### config.mk
export PLATFORM = sky130hd
export DESIGN_NAME = ctrl_regs_flat
export DESIGN_NICKNAME = d
export VERILOG_FILES = /design/src/verilog/ctrl_pkg.sv /design/src/verilog/wb_pkg.sv /design/src/verilog/wb_if.sv /design/src/verilog/ctrl_regs.sv /design/src/verilog/setting_reg.sv /design/src/flat_wrapper.sv
export VERILOG_INCLUDE_DIRS = /design/src /design/src/verilog
export SDC_FILE = /design/constraint.sdc
export NUM_CORES = 1
export LEC_CHECK = 0
export BUFFER_PORTS_ARGS = -buffer_cell sky130_fd_sc_hd__buf_2
export CORE_MARGIN = 2
export CORE_UTILIZATION = 28
export DETAILED_ROUTE_END_ITERATION = 10
export PLACE_DENSITY = 0.59
export REMOVE_ABC_BUFFERS = 1
export SETUP_SLACK_MARGIN = 0.3
export SLEW_MARGIN = 20
export SYNTH_ARGS = -nofsm -noshare
export SYNTH_HDL_FRONTEND = slang
export SYNTH_SLANG_ARGS = --single-unit
### constraint.sdc
create_clock -name wb_clk -period 3.9 [get_ports wb_clk]
set_clock_uncertainty 0.15 [all_clocks]
set_input_delay 0.195 -clock wb_clk [delete_from_list [all_inputs] [get_ports wb_clk]]
set_output_delay 0.195 -clock wb_clk [all_outputs]
set_load 0.01 [all_outputs]
### src/verilog/umtrx_cfg.svh
////////////////////
// Bus widths, Wishbone memory map, settings addresses
// and reset values for the control core
////////////////////
`ifndef UMTRX_CFG_SVH
`define UMTRX_CFG_SVH

`define UMTRX_DW        32
`define UMTRX_AW        16
`define UMTRX_SW        4
`define UMTRX_DECODE_W  8
`define UMTRX_RAM_AW    12

// Decoder windows on the top address byte
`define UMTRX_MAIN_RAM_BASE  8'h00
`define UMTRX_MAIN_RAM_MASK  8'hC0
`define UMTRX_READBACK_BASE  8'h5C
`define UMTRX_READBACK_MASK  8'hFC
`define UMTRX_SETTINGS_BASE  8'h70
`define UMTRX_SETTINGS_MASK  8'hF0
`define UMTRX_BOOT_RAM_BASE  8'hC0
`define UMTRX_BOOT_RAM_MASK  8'hC0

// Settings bus word addresses
`define UMTRX_SR_MISC     0
`define UMTRX_SR_LMS_RES  0
`define UMTRX_SR_LED      3
`define UMTRX_SR_PHY      4
`define UMTRX_SR_BLDR     5
`define UMTRX_SR_LED_SRC  6
`define UMTRX_SR_DIVSW    180

`define UMTRX_LED_SRC_RST 8'h1E
// Major in the upper half, minor in the lower half
`define UMTRX_COMPAT_NUM  {16'd9, 16'd0}

`endif

### src/verilog/ctrl_pkg.sv
////////////////////
// Boot state, LED byte and settings bus types
////////////////////
`include "umtrx_cfg.svh"

package ctrl_pkg;

   typedef enum logic {
      WAIT,
      DONE
   } boot_state_e;

   typedef logic [7:0] led_t;

   // One settings bus write
   typedef struct packed {
      logic                 stb;
      logic [7:0]           addr;
      logic [`UMTRX_DW-1:0] data;
   } set_bus_t;

endpackage

### src/verilog/wb_pkg.sv
////////////////////
// Wishbone bus types and slave index
////////////////////
`include "umtrx_cfg.svh"

package wb_pkg;

   typedef logic [`UMTRX_AW-1:0] wb_addr_t;
   typedef logic [`UMTRX_DW-1:0] wb_data_t;
   typedef logic [`UMTRX_SW-1:0] wb_sel_t;

   // Slave order on the decoder
   typedef enum logic [1:0] {
      MAIN_RAM,
      READBACK,
      SETTINGS,
      BOOT_RAM
   } wb_slave_e;

   localparam int WB_NUM_SLAVES = 4;

endpackage

### src/verilog/wb_if.sv
////////////////////
// Wishbone slave link
////////////////////
`timescale 1ns/1ps

interface wb_if import wb_pkg::*; ();

   wb_addr_t adr;
   wb_data_t dat_w;
   wb_data_t dat_r;
   wb_sel_t  sel;
   logic     we;
   logic     cyc;
   logic     stb;
   logic     ack;

   // Decoder side
   modport master (
      output adr, dat_w, sel, we, cyc, stb,
      input  dat_r, ack
   );

   modport slave (
      input  adr, dat_w, sel, we, cyc, stb,
      output dat_r, ack
   );

endinterface

### src/verilog/ctrl_regs.sv
////////////////////
// Settings bus slave, control registers, LED mix
////////////////////
`timescale 1ns/1ps
`include "umtrx_cfg.svh"

module ctrl_regs import wb_pkg::*, ctrl_pkg::*; (
   input  logic       wb_clk,
   input  logic       wb_rst_i,
   wb_if.slave        bus,
   input  logic [3:0] run_flags_i,
   output led_t       leds_o,
   output logic [1:0] divsw_o,
   output logic [1:0] lms_res_o,
   output logic       phy_resetn_o,
   output logic       bldr_done_o,
   output wb_data_t   set_copy_o
);

   logic         ack_q;
   logic         req;
   logic         set_stb_q;
   logic [7:0]   set_addr_q;
   wb_data_t     set_data_q;
   set_bus_t     set_bus;
   led_t         led_sw;
   led_t         led_src;
   led_t         led_hw;
   logic         phy_reset;

   ////////////////////
   // Wishbone to settings strobe

   assign req = bus.cyc & bus.stb & ~ack_q;

   always_ff @(posedge wb_clk) begin
      if (wb_rst_i) begin
         ack_q     <= 1'b0;
         set_stb_q <= 1'b0;
      end else begin
         ack_q     <= req;
         set_stb_q <= req & bus.we;
      end
   end

   // Word address inside the window
   always_ff @(posedge wb_clk) begin
      set_addr_q <= bus.adr[9:2];
      set_data_q <= bus.dat_w;
   end

   assign set_bus   = '{stb: set_stb_q, addr: set_addr_q, data: set_data_q};
   assign bus.ack   = ack_q;
   assign bus.dat_r = '0;

   ////////////////////
   // Registers

   setting_reg #(.T(led_t), .ADDR(`UMTRX_SR_MISC + `UMTRX_SR_LED), .RESET_VAL(8'h00))
      sr_led (.wb_clk, .wb_rst_i, .set_i(set_bus), .val_o(led_sw));

   setting_reg #(.T(led_t), .ADDR(`UMTRX_SR_MISC + `UMTRX_SR_LED_SRC),
                 .RESET_VAL(`UMTRX_LED_SRC_RST))
      sr_led_src (.wb_clk, .wb_rst_i, .set_i(set_bus), .val_o(led_src));

   // Both switches come up closed
   setting_reg #(.T(logic), .ADDR(`UMTRX_SR_DIVSW + 0), .RESET_VAL(1'b1))
      sr_divsw0 (.wb_clk, .wb_rst_i, .set_i(set_bus), .val_o(divsw_o[0]));

   setting_reg #(.T(logic), .ADDR(`UMTRX_SR_DIVSW + 1), .RESET_VAL(1'b1))
      sr_divsw1 (.wb_clk, .wb_rst_i, .set_i(set_bus), .val_o(divsw_o[1]));

   setting_reg #(.T(logic [1:0]), .ADDR(`UMTRX_SR_MISC + `UMTRX_SR_LMS_RES),
                 .RESET_VAL(2'b00))
      sr_lms_res (.wb_clk, .wb_rst_i, .set_i(set_bus), .val_o(lms_res_o));

   setting_reg #(.T(logic), .ADDR(`UMTRX_SR_MISC + `UMTRX_SR_PHY), .RESET_VAL(1'b0))
      sr_phy (.wb_clk, .wb_rst_i, .set_i(set_bus), .val_o(phy_reset));

   setting_reg #(.T(logic), .ADDR(`UMTRX_SR_MISC + `UMTRX_SR_BLDR), .RESET_VAL(1'b0))
      sr_bldr (.wb_clk, .wb_rst_i, .set_i(set_bus), .val_o(bldr_done_o));

   assign phy_resetn_o = ~phy_reset;

   // Readback copy with lms_res at 1:0, phy at 4 and divsw at 9:8
   assign set_copy_o = {{(`UMTRX_DW-10){1'b0}}, divsw_o, 3'b000, phy_reset, 2'b00, lms_res_o};

   ////////////////////
   // Source bit 1 selects the hardware LED
   assign led_hw = {3'b000, run_flags_i, 1'b0};
   assign leds_o = (led_src & led_hw) | (~led_src & led_sw);

endmodule

### src/verilog/setting_reg.sv
////////////////////
// One settings bus register
////////////////////
`timescale 1ns/1ps

module setting_reg import ctrl_pkg::*; #(
   parameter type T         = logic,
   parameter int  ADDR      = 0,
   parameter T    RESET_VAL = '0
) (
   input  logic     wb_clk,
   input  logic     wb_rst_i,
   input  set_bus_t set_i,
   output T         val_o
);

   // Takes the low bits of the data word
   always_ff @(posedge wb_clk) begin
      if (wb_rst_i) begin
         val_o <= RESET_VAL;
      end else if (set_i.stb && set_i.addr == 8'(ADDR)) begin
         val_o <= T'(set_i.data[$bits(T)-1:0]);
      end
   end

endmodule

### src/flat_wrapper.sv
// flat-port wrapper written by rule: the top's interface ports become plain ports
module ctrl_regs_flat import wb_pkg::*, ctrl_pkg::*;
  (wb_clk, wb_rst_i, run_flags_i, leds_o, divsw_o, lms_res_o, phy_resetn_o, bldr_done_o, set_copy_o, bus_adr, bus_dat_w, bus_sel, bus_we, bus_cyc, bus_stb, bus_dat_r, bus_ack);
  wb_if bus_i ();
  input  logic wb_clk;
  input  logic wb_rst_i;
  input  logic [3:0] run_flags_i;
  output led_t leds_o;
  output logic [1:0] divsw_o;
  output logic [1:0] lms_res_o;
  output logic phy_resetn_o;
  output logic bldr_done_o;
  output wb_data_t set_copy_o;
  input wire logic [$bits(bus_i.adr)-1:0] bus_adr;
  input wire logic [$bits(bus_i.dat_w)-1:0] bus_dat_w;
  input wire logic [$bits(bus_i.sel)-1:0] bus_sel;
  input wire logic [$bits(bus_i.we)-1:0] bus_we;
  input wire logic [$bits(bus_i.cyc)-1:0] bus_cyc;
  input wire logic [$bits(bus_i.stb)-1:0] bus_stb;
  output wire logic [$bits(bus_i.dat_r)-1:0] bus_dat_r;
  output wire logic [$bits(bus_i.ack)-1:0] bus_ack;
  assign bus_i.adr = bus_adr;
  assign bus_i.dat_w = bus_dat_w;
  assign bus_i.sel = bus_sel;
  assign bus_i.we = bus_we;
  assign bus_i.cyc = bus_cyc;
  assign bus_i.stb = bus_stb;
  assign bus_dat_r = bus_i.dat_r;
  assign bus_ack = bus_i.ack;
  ctrl_regs u_core (.wb_clk(wb_clk), .wb_rst_i(wb_rst_i), .bus(bus_i), .run_flags_i(run_flags_i), .leds_o(leds_o), .divsw_o(divsw_o), .lms_res_o(lms_res_o), .phy_resetn_o(phy_resetn_o), .bldr_done_o(bldr_done_o), .set_copy_o(set_copy_o));
endmodule
==> results_dict.tcl, run 1 <==
set metrics [dict create \
    ctsHoldBuffers 19 \
    finish.cell_count_without_fillers 350 \
    globalplace.congestion 0.7389 \
    grt_setup_unrepaired "no" \
    final.hold.worst_slack_ns 0.2709 \
    num-nets-final 314 \
    timing_endpoint_of_the_critical_path "u_core.sr_led_src.val_o[4]" \
    synth.ff_latch_count 40 \
    timing_worst_slew_pin_value_ns 0.8774 \
    clk_root_buffer_cell "sky130_fd_sc_hd__clkbuf_8" \
    setup.worst_path.end_class "register" \
    initial_core_util_pct 28.99 \
    design.core.area_sq_um 6832 \
    power.internal_uw 593.7 \
    number_of_drc_violations_after_detailed_routing 0 \
    port-buffer-count 44 \
    vias 1249 \
    grt-ovfl-total 0 \
    tritoncts.num_buffers 5 \
    area.growth.synth_to_final_pct 15.41 \
    crit_arrival_ns 2.24 \
    ys_types 25 \
    slowest_stage_delay_cp_ns 0.80 \
    synthesis.area_sq_um 1981 \
    worst-endpoint-required_ns 3.96 \
    fillerInstances 724 \
    vdd_ir_drop_max_uv 212.0 \
    cell_count_of_the_worst_reg_to_reg_path 3 \
    worst-setup-path-type "reg2reg" \
    post-synth-top-area-fraction_pct 40.43 \
    setup_violations 0 \
    grt_max_degree 37 \
    place.detailed.instances 323 \
    dominant_cells_by_area_after_synthesis "sky130_fd_sc_hd__dfxtp_1 40%, sky130_fd_sc_hd__buf_4 25%, sky130_fd_sc_hd__mux2i_1 11%" \
    postSynthAreaPerCell_sq_um 10.05 \
    critical_path_depth 3 \
    slew-limit-headroom_pct 41.07 \
    p_per_cell_area_nw_per_um2 337.3 \
    finalCriticalPeriod_ns 2.182 \
    critical_path.max_fanout 8 \
    outcome "finished, final reports clean" \
    cp_num_buf_inv 0 \
    ys.warnings.count 0 \
    diodes 0 \
    reg2reg_to "u_core.sr_led_src.val_o[4]" \
    grt_usage_pct 8.069 \
    power.share.clock_pct 35.4 \
    clk-insertion-delay-late_ns 0.28 \
    routed_wl_mm 3.087 \
    synth_largest_area_cell "sky130_fd_sc_hd__dfxtp_1" \
    final_layout_size_suffix_gt1_share_pct 23.62 \
    tritoncts_clock_tree "done" \
    global_route_wire_length_before_repair_mm 4.664 \
    finalWorstSetupSlack_ns 1.718 \
    reg2reg_slack_ns 1.72 \
    worst_setup_path_startpoint "u_core.set_addr_q[5]" \
    wl_per_cell_um 8.820 \
    p_total_uw 771.0 \
    cts_num_sinks 40 \
    timing.rr.start "u_core.set_addr_q[5]" \
    p_seq_share_pct 55.0 \
    max_clock_freq_mhz 458.3 \
    max-cap-violations 0 \
    final_common_cell "sky130_fd_sc_hd__conb_1" \
    cts_setup_buffers 0 \
    switching_power_uw 177.3 \
    timing.setup.tns_ns 0 \
    antenna_found_initial 0 \
    timing.final.crit_share_pct 55.94 \
    post_cts_resize_count 0 \
    leading_cell_types_in_the_layout_fill_and_taps_excluded "59 x sky130_fd_sc_hd__conb_1, 44 x sky130_fd_sc_hd__buf_2, 40 x sky130_fd_sc_hd__dfxtp_1" \
    pin_count 140 \
    pleak_nw 1.041 \
    placement.setup.worst_slack_ns 1.748 \
    first_pass_iters 2 \
    die_area_sq_um 7762 \
    report.final.hold_viol_count 0 \
    detailedRoute.firstIterationViolations 14 \
    postRouteAntennaNets 0 \
    postSynthCellCount 197 \
    combinational_cell_fraction_of_total_power_pct 9.7 \
    chipHeight_um 88.11 \
    sw_frac_of_total_pct 23.00 \
    synth_seq_area_share_pct 40.43 \
    slew_violations 0 \
    site_row_count 30 \
    hp-class "in2reg" \
    crit_path_cell_trace "or4_4, nor4_4, mux2i_1" \
    number_of_global_route_vias_before_repair 1020 \
    viasPerCell 3.569 \
    critPathTopFamily "simple AND/OR/NAND/NOR gates" \
    critical_path.startpoint_type "register" \
    critical_path.slowest_cell "sky130_fd_sc_hd__nor4_4" \
    path_clk_slew_ns 0.07 \
    cts.path.max_buffers 2 \
    dp_hpwl_mm 2.255 \
    htreeDepth 2 \
    die_w_um 88.11 \
]
==> flip-flops by register name, summed over array words and instances (netlist names) <==
signal,flops
u_core.sr_divsw1.val_o,1
u_core.set_addr_q,8
u_core.sr_led_src.val_o,8
u_core.sr_phy.val_o,1
u_core.set_stb_q,1
u_core.bus.ack,1
u_core.set_data_q,8
u_core.sr_lms_res.val_o,2
u_core.sr_bldr.val_o,1
u_core.sr_divsw0.val_o,1
u_core.sr_led.val_o,8
==> cell families after synthesis <==
| kind of cell | Yosys count | share of synthesized area (%) |
|---|---|---|
| other | 1 | 0.1893 |
| DFF | 40 | 40.43 |
| buffers and inverters | 73 | 27.10 |
| muxes | 25 | 12.89 |
| AOI/OAI and AO/OA | 2 | 0.8846 |
| and+or+nand+nor | 56 | 18.51 |
==> power groups by stage <==
stage	Clock [mW]	Combinational (mW)	Sequential, mW
4_1_cts	0.287	0.0738	0.424
5_1_grt	0.308	0.0848	0.425
6_report	0.273	0.0745	0.424
3_5_place_dp	0	0.0594	0.433
3_3_place_gp	0	0.0589	0.433
2_1_floorplan	0	0.0400	0.432
==> routing by layer <==
metal	track usage (%)	share of wire [%]
met1	9.029	42
met2	13.57	45
met3	3.393	11
met4	3.306	1.8
met5	0	0
==> worst min-delay path by stage <==
stage | startpoint | endpoint | slack (ns) | depth (start not counted)
floorplan | bus_adr[2] | u_core.set_addr_q[0] | 0.07 | 0
global placement | bus_dat_w[3] | u_core.set_data_q[3] | 0.15 | 1
detailed placement | bus_dat_w[2] | u_core.set_data_q[2] | 0.15 | 1
CTS | u_core.bus.ack | u_core.bus.ack | 0.28 | 1
global route | u_core.bus.ack | u_core.bus.ack | 0.30 | 1
finish | wb_rst_i | u_core.sr_led_src.val_o[2] | 0.27 | 3
==> worst reg2reg max path: stages, from the launching register on <==
cell and delay, ns:
sky130_fd_sc_hd__dfxtp_1 0.31, sky130_fd_sc_hd__or4_4 0.59, sky130_fd_sc_hd__nor4_4 0.80, sky130_fd_sc_hd__mux2i_1 0.26
==> cells in the mapped netlist <==
master,count
sky130_fd_sc_hd__nand2_1,2
sky130_fd_sc_hd__nor3b_1,1
sky130_fd_sc_hd__inv_1,1
sky130_fd_sc_hd__a41oi_1,1
sky130_fd_sc_hd__clkbuf_1,4
sky130_fd_sc_hd__nor3_1,2
sky130_fd_sc_hd__mux2i_1,21
sky130_fd_sc_hd__buf_6,2
sky130_fd_sc_hd__buf_4,66
sky130_fd_sc_hd__a311oi_1,1
sky130_fd_sc_hd__and2_1,1
sky130_fd_sc_hd__nor2b_1,5
sky130_fd_sc_hd__conb_1,1
sky130_fd_sc_hd__and4b_1,1
sky130_fd_sc_hd__mux2_2,4
sky130_fd_sc_hd__nor4_4,1
sky130_fd_sc_hd__or4_4,2
sky130_fd_sc_hd__dfxtp_1,40
sky130_fd_sc_hd__nand3b_1,2
sky130_fd_sc_hd__nor4b_2,1
sky130_fd_sc_hd__nand3_1,1
sky130_fd_sc_hd__nand2b_1,25
sky130_fd_sc_hd__or3b_2,1
sky130_fd_sc_hd__nor4_2,1
sky130_fd_sc_hd__nor2_1,10
==> metrics by stage <==
stage / area, sq um / util [%]
floorplan: 1665 / -
global placement: 2006 / 29.36
detailed placement: 2006 / 29.36
CTS: 2286 / 33.46
global route: 2286 / 33.46
finish: 2286 / 33.46
==> cell type report <==
class                           count  area [sq um]  area share, %
Tap cell                           96         120.1          5.255
Inverter                            1         3.754         0.1642
Timing Repair Buffer               63         410.4          17.95
Sequential cell                    40         800.8          35.03
Multi-Input combinational cell    142         860.8          37.66
Clock buffer                        8         90.09          3.941
No activity file was read; power rests on OpenSTA's default activity.
==> inputs of run 2 (changes only) <==
==> constraint.sdc (replaced) <==
create_clock -name wb_clk -period 2.11 [get_ports wb_clk]
set_clock_uncertainty 0.15 [all_clocks]
set_input_delay 0.1055 -clock wb_clk [delete_from_list [all_inputs] [get_ports wb_clk]]
set_output_delay 0.1055 -clock wb_clk [all_outputs]
set_load 0.01 [all_outputs]
==> run 2 against run 1 <==
  * Non-clock buffer count up 2
  * Cell count up 0.57%
  * Routed wire length up 1.6%
  * Die area unchanged
  * Sequential share of layout area down 0.55 points
  * Largest cell class unchanged
  * Count of clock-buffer cells in the layout down 2
  * Register-to-register slack worse by 1.4 ns
  * Sequential power up 85%
==> results_dict.tcl, run 2 (synthesis gave the netlist of run 1 again) <==
set metrics [dict create \
    tritoncts_clock_tree "done" \
    first_pass_iters 2 \
    routed_wl_mm 3.135 \
    viasPerCell 3.611 \
    number_of_global_route_vias_before_repair 1054 \
    pin_count 140 \
    chipHeight_um 88.11 \
    cts_num_sinks 40 \
    initial_core_util_pct 28.99 \
    setup.worst_path.end_class "register" \
    critical_path.startpoint_type "register" \
    timing.setup.tns_ns 0 \
    path_clk_slew_ns 0.07 \
    grt_usage_pct 8.343 \
    global_route_wire_length_before_repair_mm 4.836 \
    final_layout_size_suffix_gt1_share_pct 24.61 \
    setup_violations 0 \
    number_of_drc_violations_after_detailed_routing 0 \
    critical_path.max_fanout 6 \
    max_clock_freq_mhz 545.1 \
    report.final.hold_viol_count 0 \
    p_total_mw 1.524 \
    globalplace.congestion 0.7153 \
    num-nets-final 316 \
    final_common_cell "sky130_fd_sc_hd__conb_1" \
    design.core.area_sq_um 6832 \
    hp-class "in2reg" \
    timing.final.crit_share_pct 86.94 \
    timing_worst_slew_pin_value_ns 0.5004 \
    worst_setup_path_startpoint "u_core.set_addr_q[5]" \
    cts_setup_buffers 0 \
    worst_path_most_repeated_cell "sky130_fd_sc_hd__or4_4" \
    postRouteAntennaNets 0 \
    final.hold.worst_slack_ns 0.1928 \
    htreeDepth 2 \
    critical_path.slowest_cell "sky130_fd_sc_hd__or4_4" \
    finalCoreUtilization_pct 33.99 \
    die_w_um 88.11 \
    slowest_stage_delay_cp_ns 0.59 \
    crit_path_cell_trace "or4_4, or4_4, mux2i_1" \
    diodes 0 \
    die_area_sq_um 7762 \
    grt-ovfl-total 0 \
    worst-endpoint-required_ns 2.14 \
    post-route-cell-area_sq_um 2322 \
    dp_hpwl_mm 2.280 \
    cts.path.max_buffers 2 \
    max-cap-violations 0 \
    leading_cell_types_in_the_layout_fill_and_taps_excluded "59 x sky130_fd_sc_hd__conb_1, 44 x sky130_fd_sc_hd__buf_2, 40 x sky130_fd_sc_hd__dfxtp_1" \
    site_row_count 30 \
    dpl_cell_area_sq_um 2021 \
    outcome "finished, final reports clean" \
    finalCriticalPeriod_ns 1.834 \
    area.growth.synth_to_final_pct 17.25 \
    wl_per_cell_um 8.906 \
    pleak_nw 1.062 \
    slew_violations 0 \
    timing.rr.start "u_core.set_addr_q[5]" \
    p_per_cell_area_nw_per_um2 656.2 \
    detailedRoute.firstIterationViolations 38 \
    worst-setup-path-type "reg2reg" \
    vdd_ir_drop_max_uv 336.0 \
    grt_max_degree 37 \
    grt_setup_unrepaired "yes" \
    tritoncts.num_buffers 5 \
    clk-insertion-delay-late_ns 0.28 \
    hold_path_startpoint "wb_rst_i" \
    slew-limit-headroom_pct 66.64 \
    vias 1271 \
    antenna_found_initial 0 \
    crit_arrival_ns 1.86 \
    port-buffer-count 44 \
    clk_root_buffer_cell "sky130_fd_sc_hd__clkbuf_8" \
]
-- run 2: per-layer routing --
layer	global-route usage [%]	wire length, um	vias up
li1	-	-	625
met1	9.377	1284	559
met2	13.98	1486	82
met3	3.582	336	5
met4	3.306	27	0
met5	0	0	-
-- run 2: worst paths after layout --
check / endpoint / slack, ns / depth (start not counted)
worst max-delay path: u_core.sr_led.val_o[5] / 0.28 / 3
worst min-delay path: u_core.sr_led_src.val_o[2] / 0.19 / 3
worst max register to register: u_core.sr_led.val_o[5] / 0.28 / 3
worst min register to register: u_core.bus.ack / 0.28 / 1
-- run 2: layout make-up --
cell class / instances / area, sq um
clock buffer: 6 / 72.57
clock inverter: 2 / 35.03
fill: 702 / 4509
inverter: 1 / 3.754
multi-input combinational: 142 / 860.8
sequential: 40 / 800.8
tap: 96 / 120.1
timing repair buffer: 65 / 429.2
-- run 2: power breakdown --
group | switching [mW] | internal [mW]
Clock | 0.252 | 0.351
Sequential | 0.0109 | 0.772
Combinational | 0.0799 | 0.0584
Total | 0.342 | 1.18
-- run 2: worst max-delay path, delay by kind of cell (launching register included) --
kind	cells	cell delay, ns
AND/OR/NAND/NOR	2	1.11
flip-flops	1	0.31
multiplexers	1	0.15
-- run 2: repair_timing --
item / CTS / global route
hold endpoints to repair: 18 / 0
endpoints found under the setup margin: 13 / 7
hold buffers: 19 / 0
pin swaps: 2 / 0
gates resized for setup: 1 / 0
-- run 2: per-stage QoR --
| stage | std cells | setup slack, ns |
|---|---|---|
| final | 352 | 0.2756 |
| after global routing | 352 | 0.2275 |
| after CTS | 352 | 0.2564 |
| after detailed placement | 325 | 0.1932 |
| after global placement | 325 | 0.2229 |
| after floorplan | 183 | 0.2307 |
==> inputs of run 3 (changes only) <==
--- a/config.mk
+++ b/config.mk
@@ -9,10 +9,10 @@
 export BUFFER_PORTS_ARGS = -buffer_cell sky130_fd_sc_hd__buf_2
 export CORE_MARGIN = 2
 export CORE_UTILIZATION = 28
+export CTS_BUF_LIST = sky130_fd_sc_hd__clkbuf_8 sky130_fd_sc_hd__clkbuf_16
 export DETAILED_ROUTE_END_ITERATION = 10
 export PLACE_DENSITY = 0.59
 export REMOVE_ABC_BUFFERS = 1
-export SETUP_SLACK_MARGIN = 0.3
 export SLEW_MARGIN = 20
 export SYNTH_ARGS = -nofsm -noshare
 export SYNTH_HDL_FRONTEND = slang
==> run 3 against run 2 <==
  * Power down 0.21%
  * Clock power hardly changed
  * Non-clock buffer count stayed put
  * Die area unchanged
  * Via count barely moved
  * Cell count did not move
  * Utilization decreased by 0.055 points
  * Register-to-register slack lost 0.07 ns
  * Global-route usage barely moved
  * Worst hold slack got worse by 0.00051 ns
  * Critical endpoint unchanged
  * Largest cell class unchanged
  * Largest power group unchanged
==> results_dict.tcl, run 3 (synthesis gave the netlist of run 1 again) <==
set metrics [dict create \
    outcome "finished, final reports clean" \
    first_pass_iters 4 \
    chipHeight_um 88.11 \
    max_clock_freq_mhz 525.3 \
    routed_wl_mm 3.149 \
    global_route_wire_length_before_repair_mm 4.864 \
    setup.worst_path.end_class "register" \
    tritoncts_clock_tree "done" \
    critical_path.max_fanout 6 \
    path_clk_slew_ns 0.08 \
    globalplace.congestion 0.7153 \
    design.core.area_sq_um 6832 \
    grt_usage_pct 8.382 \
    ctsHoldBuffers 19 \
    cp_num_buf_inv 0 \
    slew_violations 0 \
    clk-insertion-delay-late_ns 0.28 \
    postRouteAntennaNets 0 \
    met3_track_demand_over_resource_in_global_routing_pct 3.582 \
    finalCriticalPeriod_ns 1.904 \
    htreeDepth 2 \
    timing.final.crit_share_pct 90.23 \
    crit_arrival_ns 1.93 \
    max-cap-violations 0 \
    post_cts_resize_count 0 \
    port-buffer-count 44 \
    wl_per_cell_um 8.946 \
    grt.busiest_layer "met2" \
    p_per_cell_area_nw_per_um2 655.9 \
    worst-endpoint-required_ns 2.14 \
    timing.setup.tns_ns 0 \
    vias 1270 \
    grt_max_degree 37 \
    die_area_sq_um 7762 \
    num-nets-final 316 \
    crit_path_cell_trace "or4_4, or4_4, mux2i_1" \
    viasPerCell 3.608 \
    cts.path.max_buffers 2 \
    cts_setup_buffers 0 \
    finalCoreUtilization_pct 33.94 \
    critical_path.startpoint_type "register" \
    final_common_cell "sky130_fd_sc_hd__conb_1" \
    site_row_count 30 \
    slowest_stage_delay_cp_ns 0.59 \
    diodes 0 \
    dp_hpwl_mm 2.280 \
    number_of_drc_violations_after_detailed_routing 0 \
    area.growth.synth_to_final_pct 17.06 \
    antenna_found_initial 0 \
    clk_root_buffer_cell "sky130_fd_sc_hd__clkbuf_8" \
    met2_usage_pct 13.98 \
    pin_count 140 \
    worst_path_most_repeated_cell "sky130_fd_sc_hd__or4_4" \
    grt-ovfl-total 0 \
    leading_cell_types_in_the_layout_fill_and_taps_excluded "59 x sky130_fd_sc_hd__conb_1, 44 x sky130_fd_sc_hd__buf_2, 40 x sky130_fd_sc_hd__dfxtp_1" \
    initial_core_util_pct 28.99 \
    report.final.hold_viol_count 0 \
    pleak_nw 1.066 \
    worst-setup-path-type "reg2reg" \
    critical_path.slowest_cell "sky130_fd_sc_hd__or4_4" \
    final_layout_size_suffix_gt1_share_pct 24.61 \
    hp-class "in2reg" \
    number_of_global_route_vias_before_repair 1057 \
    grt_use_met1_pct 9.491 \
    cts_num_sinks 40 \
    detailedRoute.firstIterationViolations 36 \
    setup_violations 0 \
    vdd_ir_drop_max_uv 335.2 \
    critPathTopFamily "simple AND/OR/NAND/NOR gates" \
    grt_setup_unrepaired "no" \
    tritoncts.num_buffers 5 \
    die_w_um 88.11 \
]
run 3: where the power goes:
part | internal, mW | total [mW] | switching (mW)
clock | 0.346 | 0.599 | 0.253
sequential | 0.772 | 0.783 | 0.0109
combinational | 0.0584 | 0.138 | 0.0799
run 3: final cells by class:
| class | instances | area [sq um] |
|---|---|---|
| well taps | 96 | 120.1 |
| inverters | 1 | 3.754 |
| repair buffers | 65 | 425.4 |
| clock buffers | 5 | 68.82 |
| multi-input cells | 142 | 860.8 |
| fillers | 704 | 4513 |
| clock inverters | 3 | 38.79 |
| flip-flops and latches | 40 | 800.8 |
run 3: layer usage:
layer	share of wire (%)	vias up	wire length [um]
met1	41	558	1289
met4	1.0	0	33
li1	-	625	-
met2	47	82	1487
met5	0	-	0
met3	11	5	338
run 3: worst paths after layout:
path                         from                          to  slack, ns  cells past startpoint
max          u_core.set_addr_q[5]      u_core.sr_led.val_o[5]       0.21                      3
min                      wb_rst_i  u_core.sr_led_src.val_o[2]       0.19                      3
max reg2reg  u_core.set_addr_q[5]      u_core.sr_led.val_o[5]       0.21                      3
min reg2reg        u_core.bus.ack              u_core.bus.ack       0.28                      1
run 3: stage by stage:
stage | total power, mW | instances | hold slack, ns | instance area (sq um) | worst slack (ns)
final | 1.521 | 352 | 0.1923 | 2318 | 0.2062
after global routing | 1.607 | 352 | 0.2259 | 2318 | 0.1586
after CTS | 1.550 | 352 | 0.1895 | 2318 | 0.1881
after detailed placement | 0.9105 | 325 | 0.05907 | 2021 | 0.1932
after global placement | 0.9089 | 325 | 0.05718 | 2021 | 0.2229
after floorplan | 0.8731 | 183 | -0.01678 | 1665 | 0.2307
run 3: tightest hold or removal path, cell delays in order:
cell and delay (ns):
sky130_fd_sc_hd__buf_2 0.26, sky130_fd_sc_hd__nor2_1 0.14, sky130_fd_sc_hd__mux2i_1 0.06
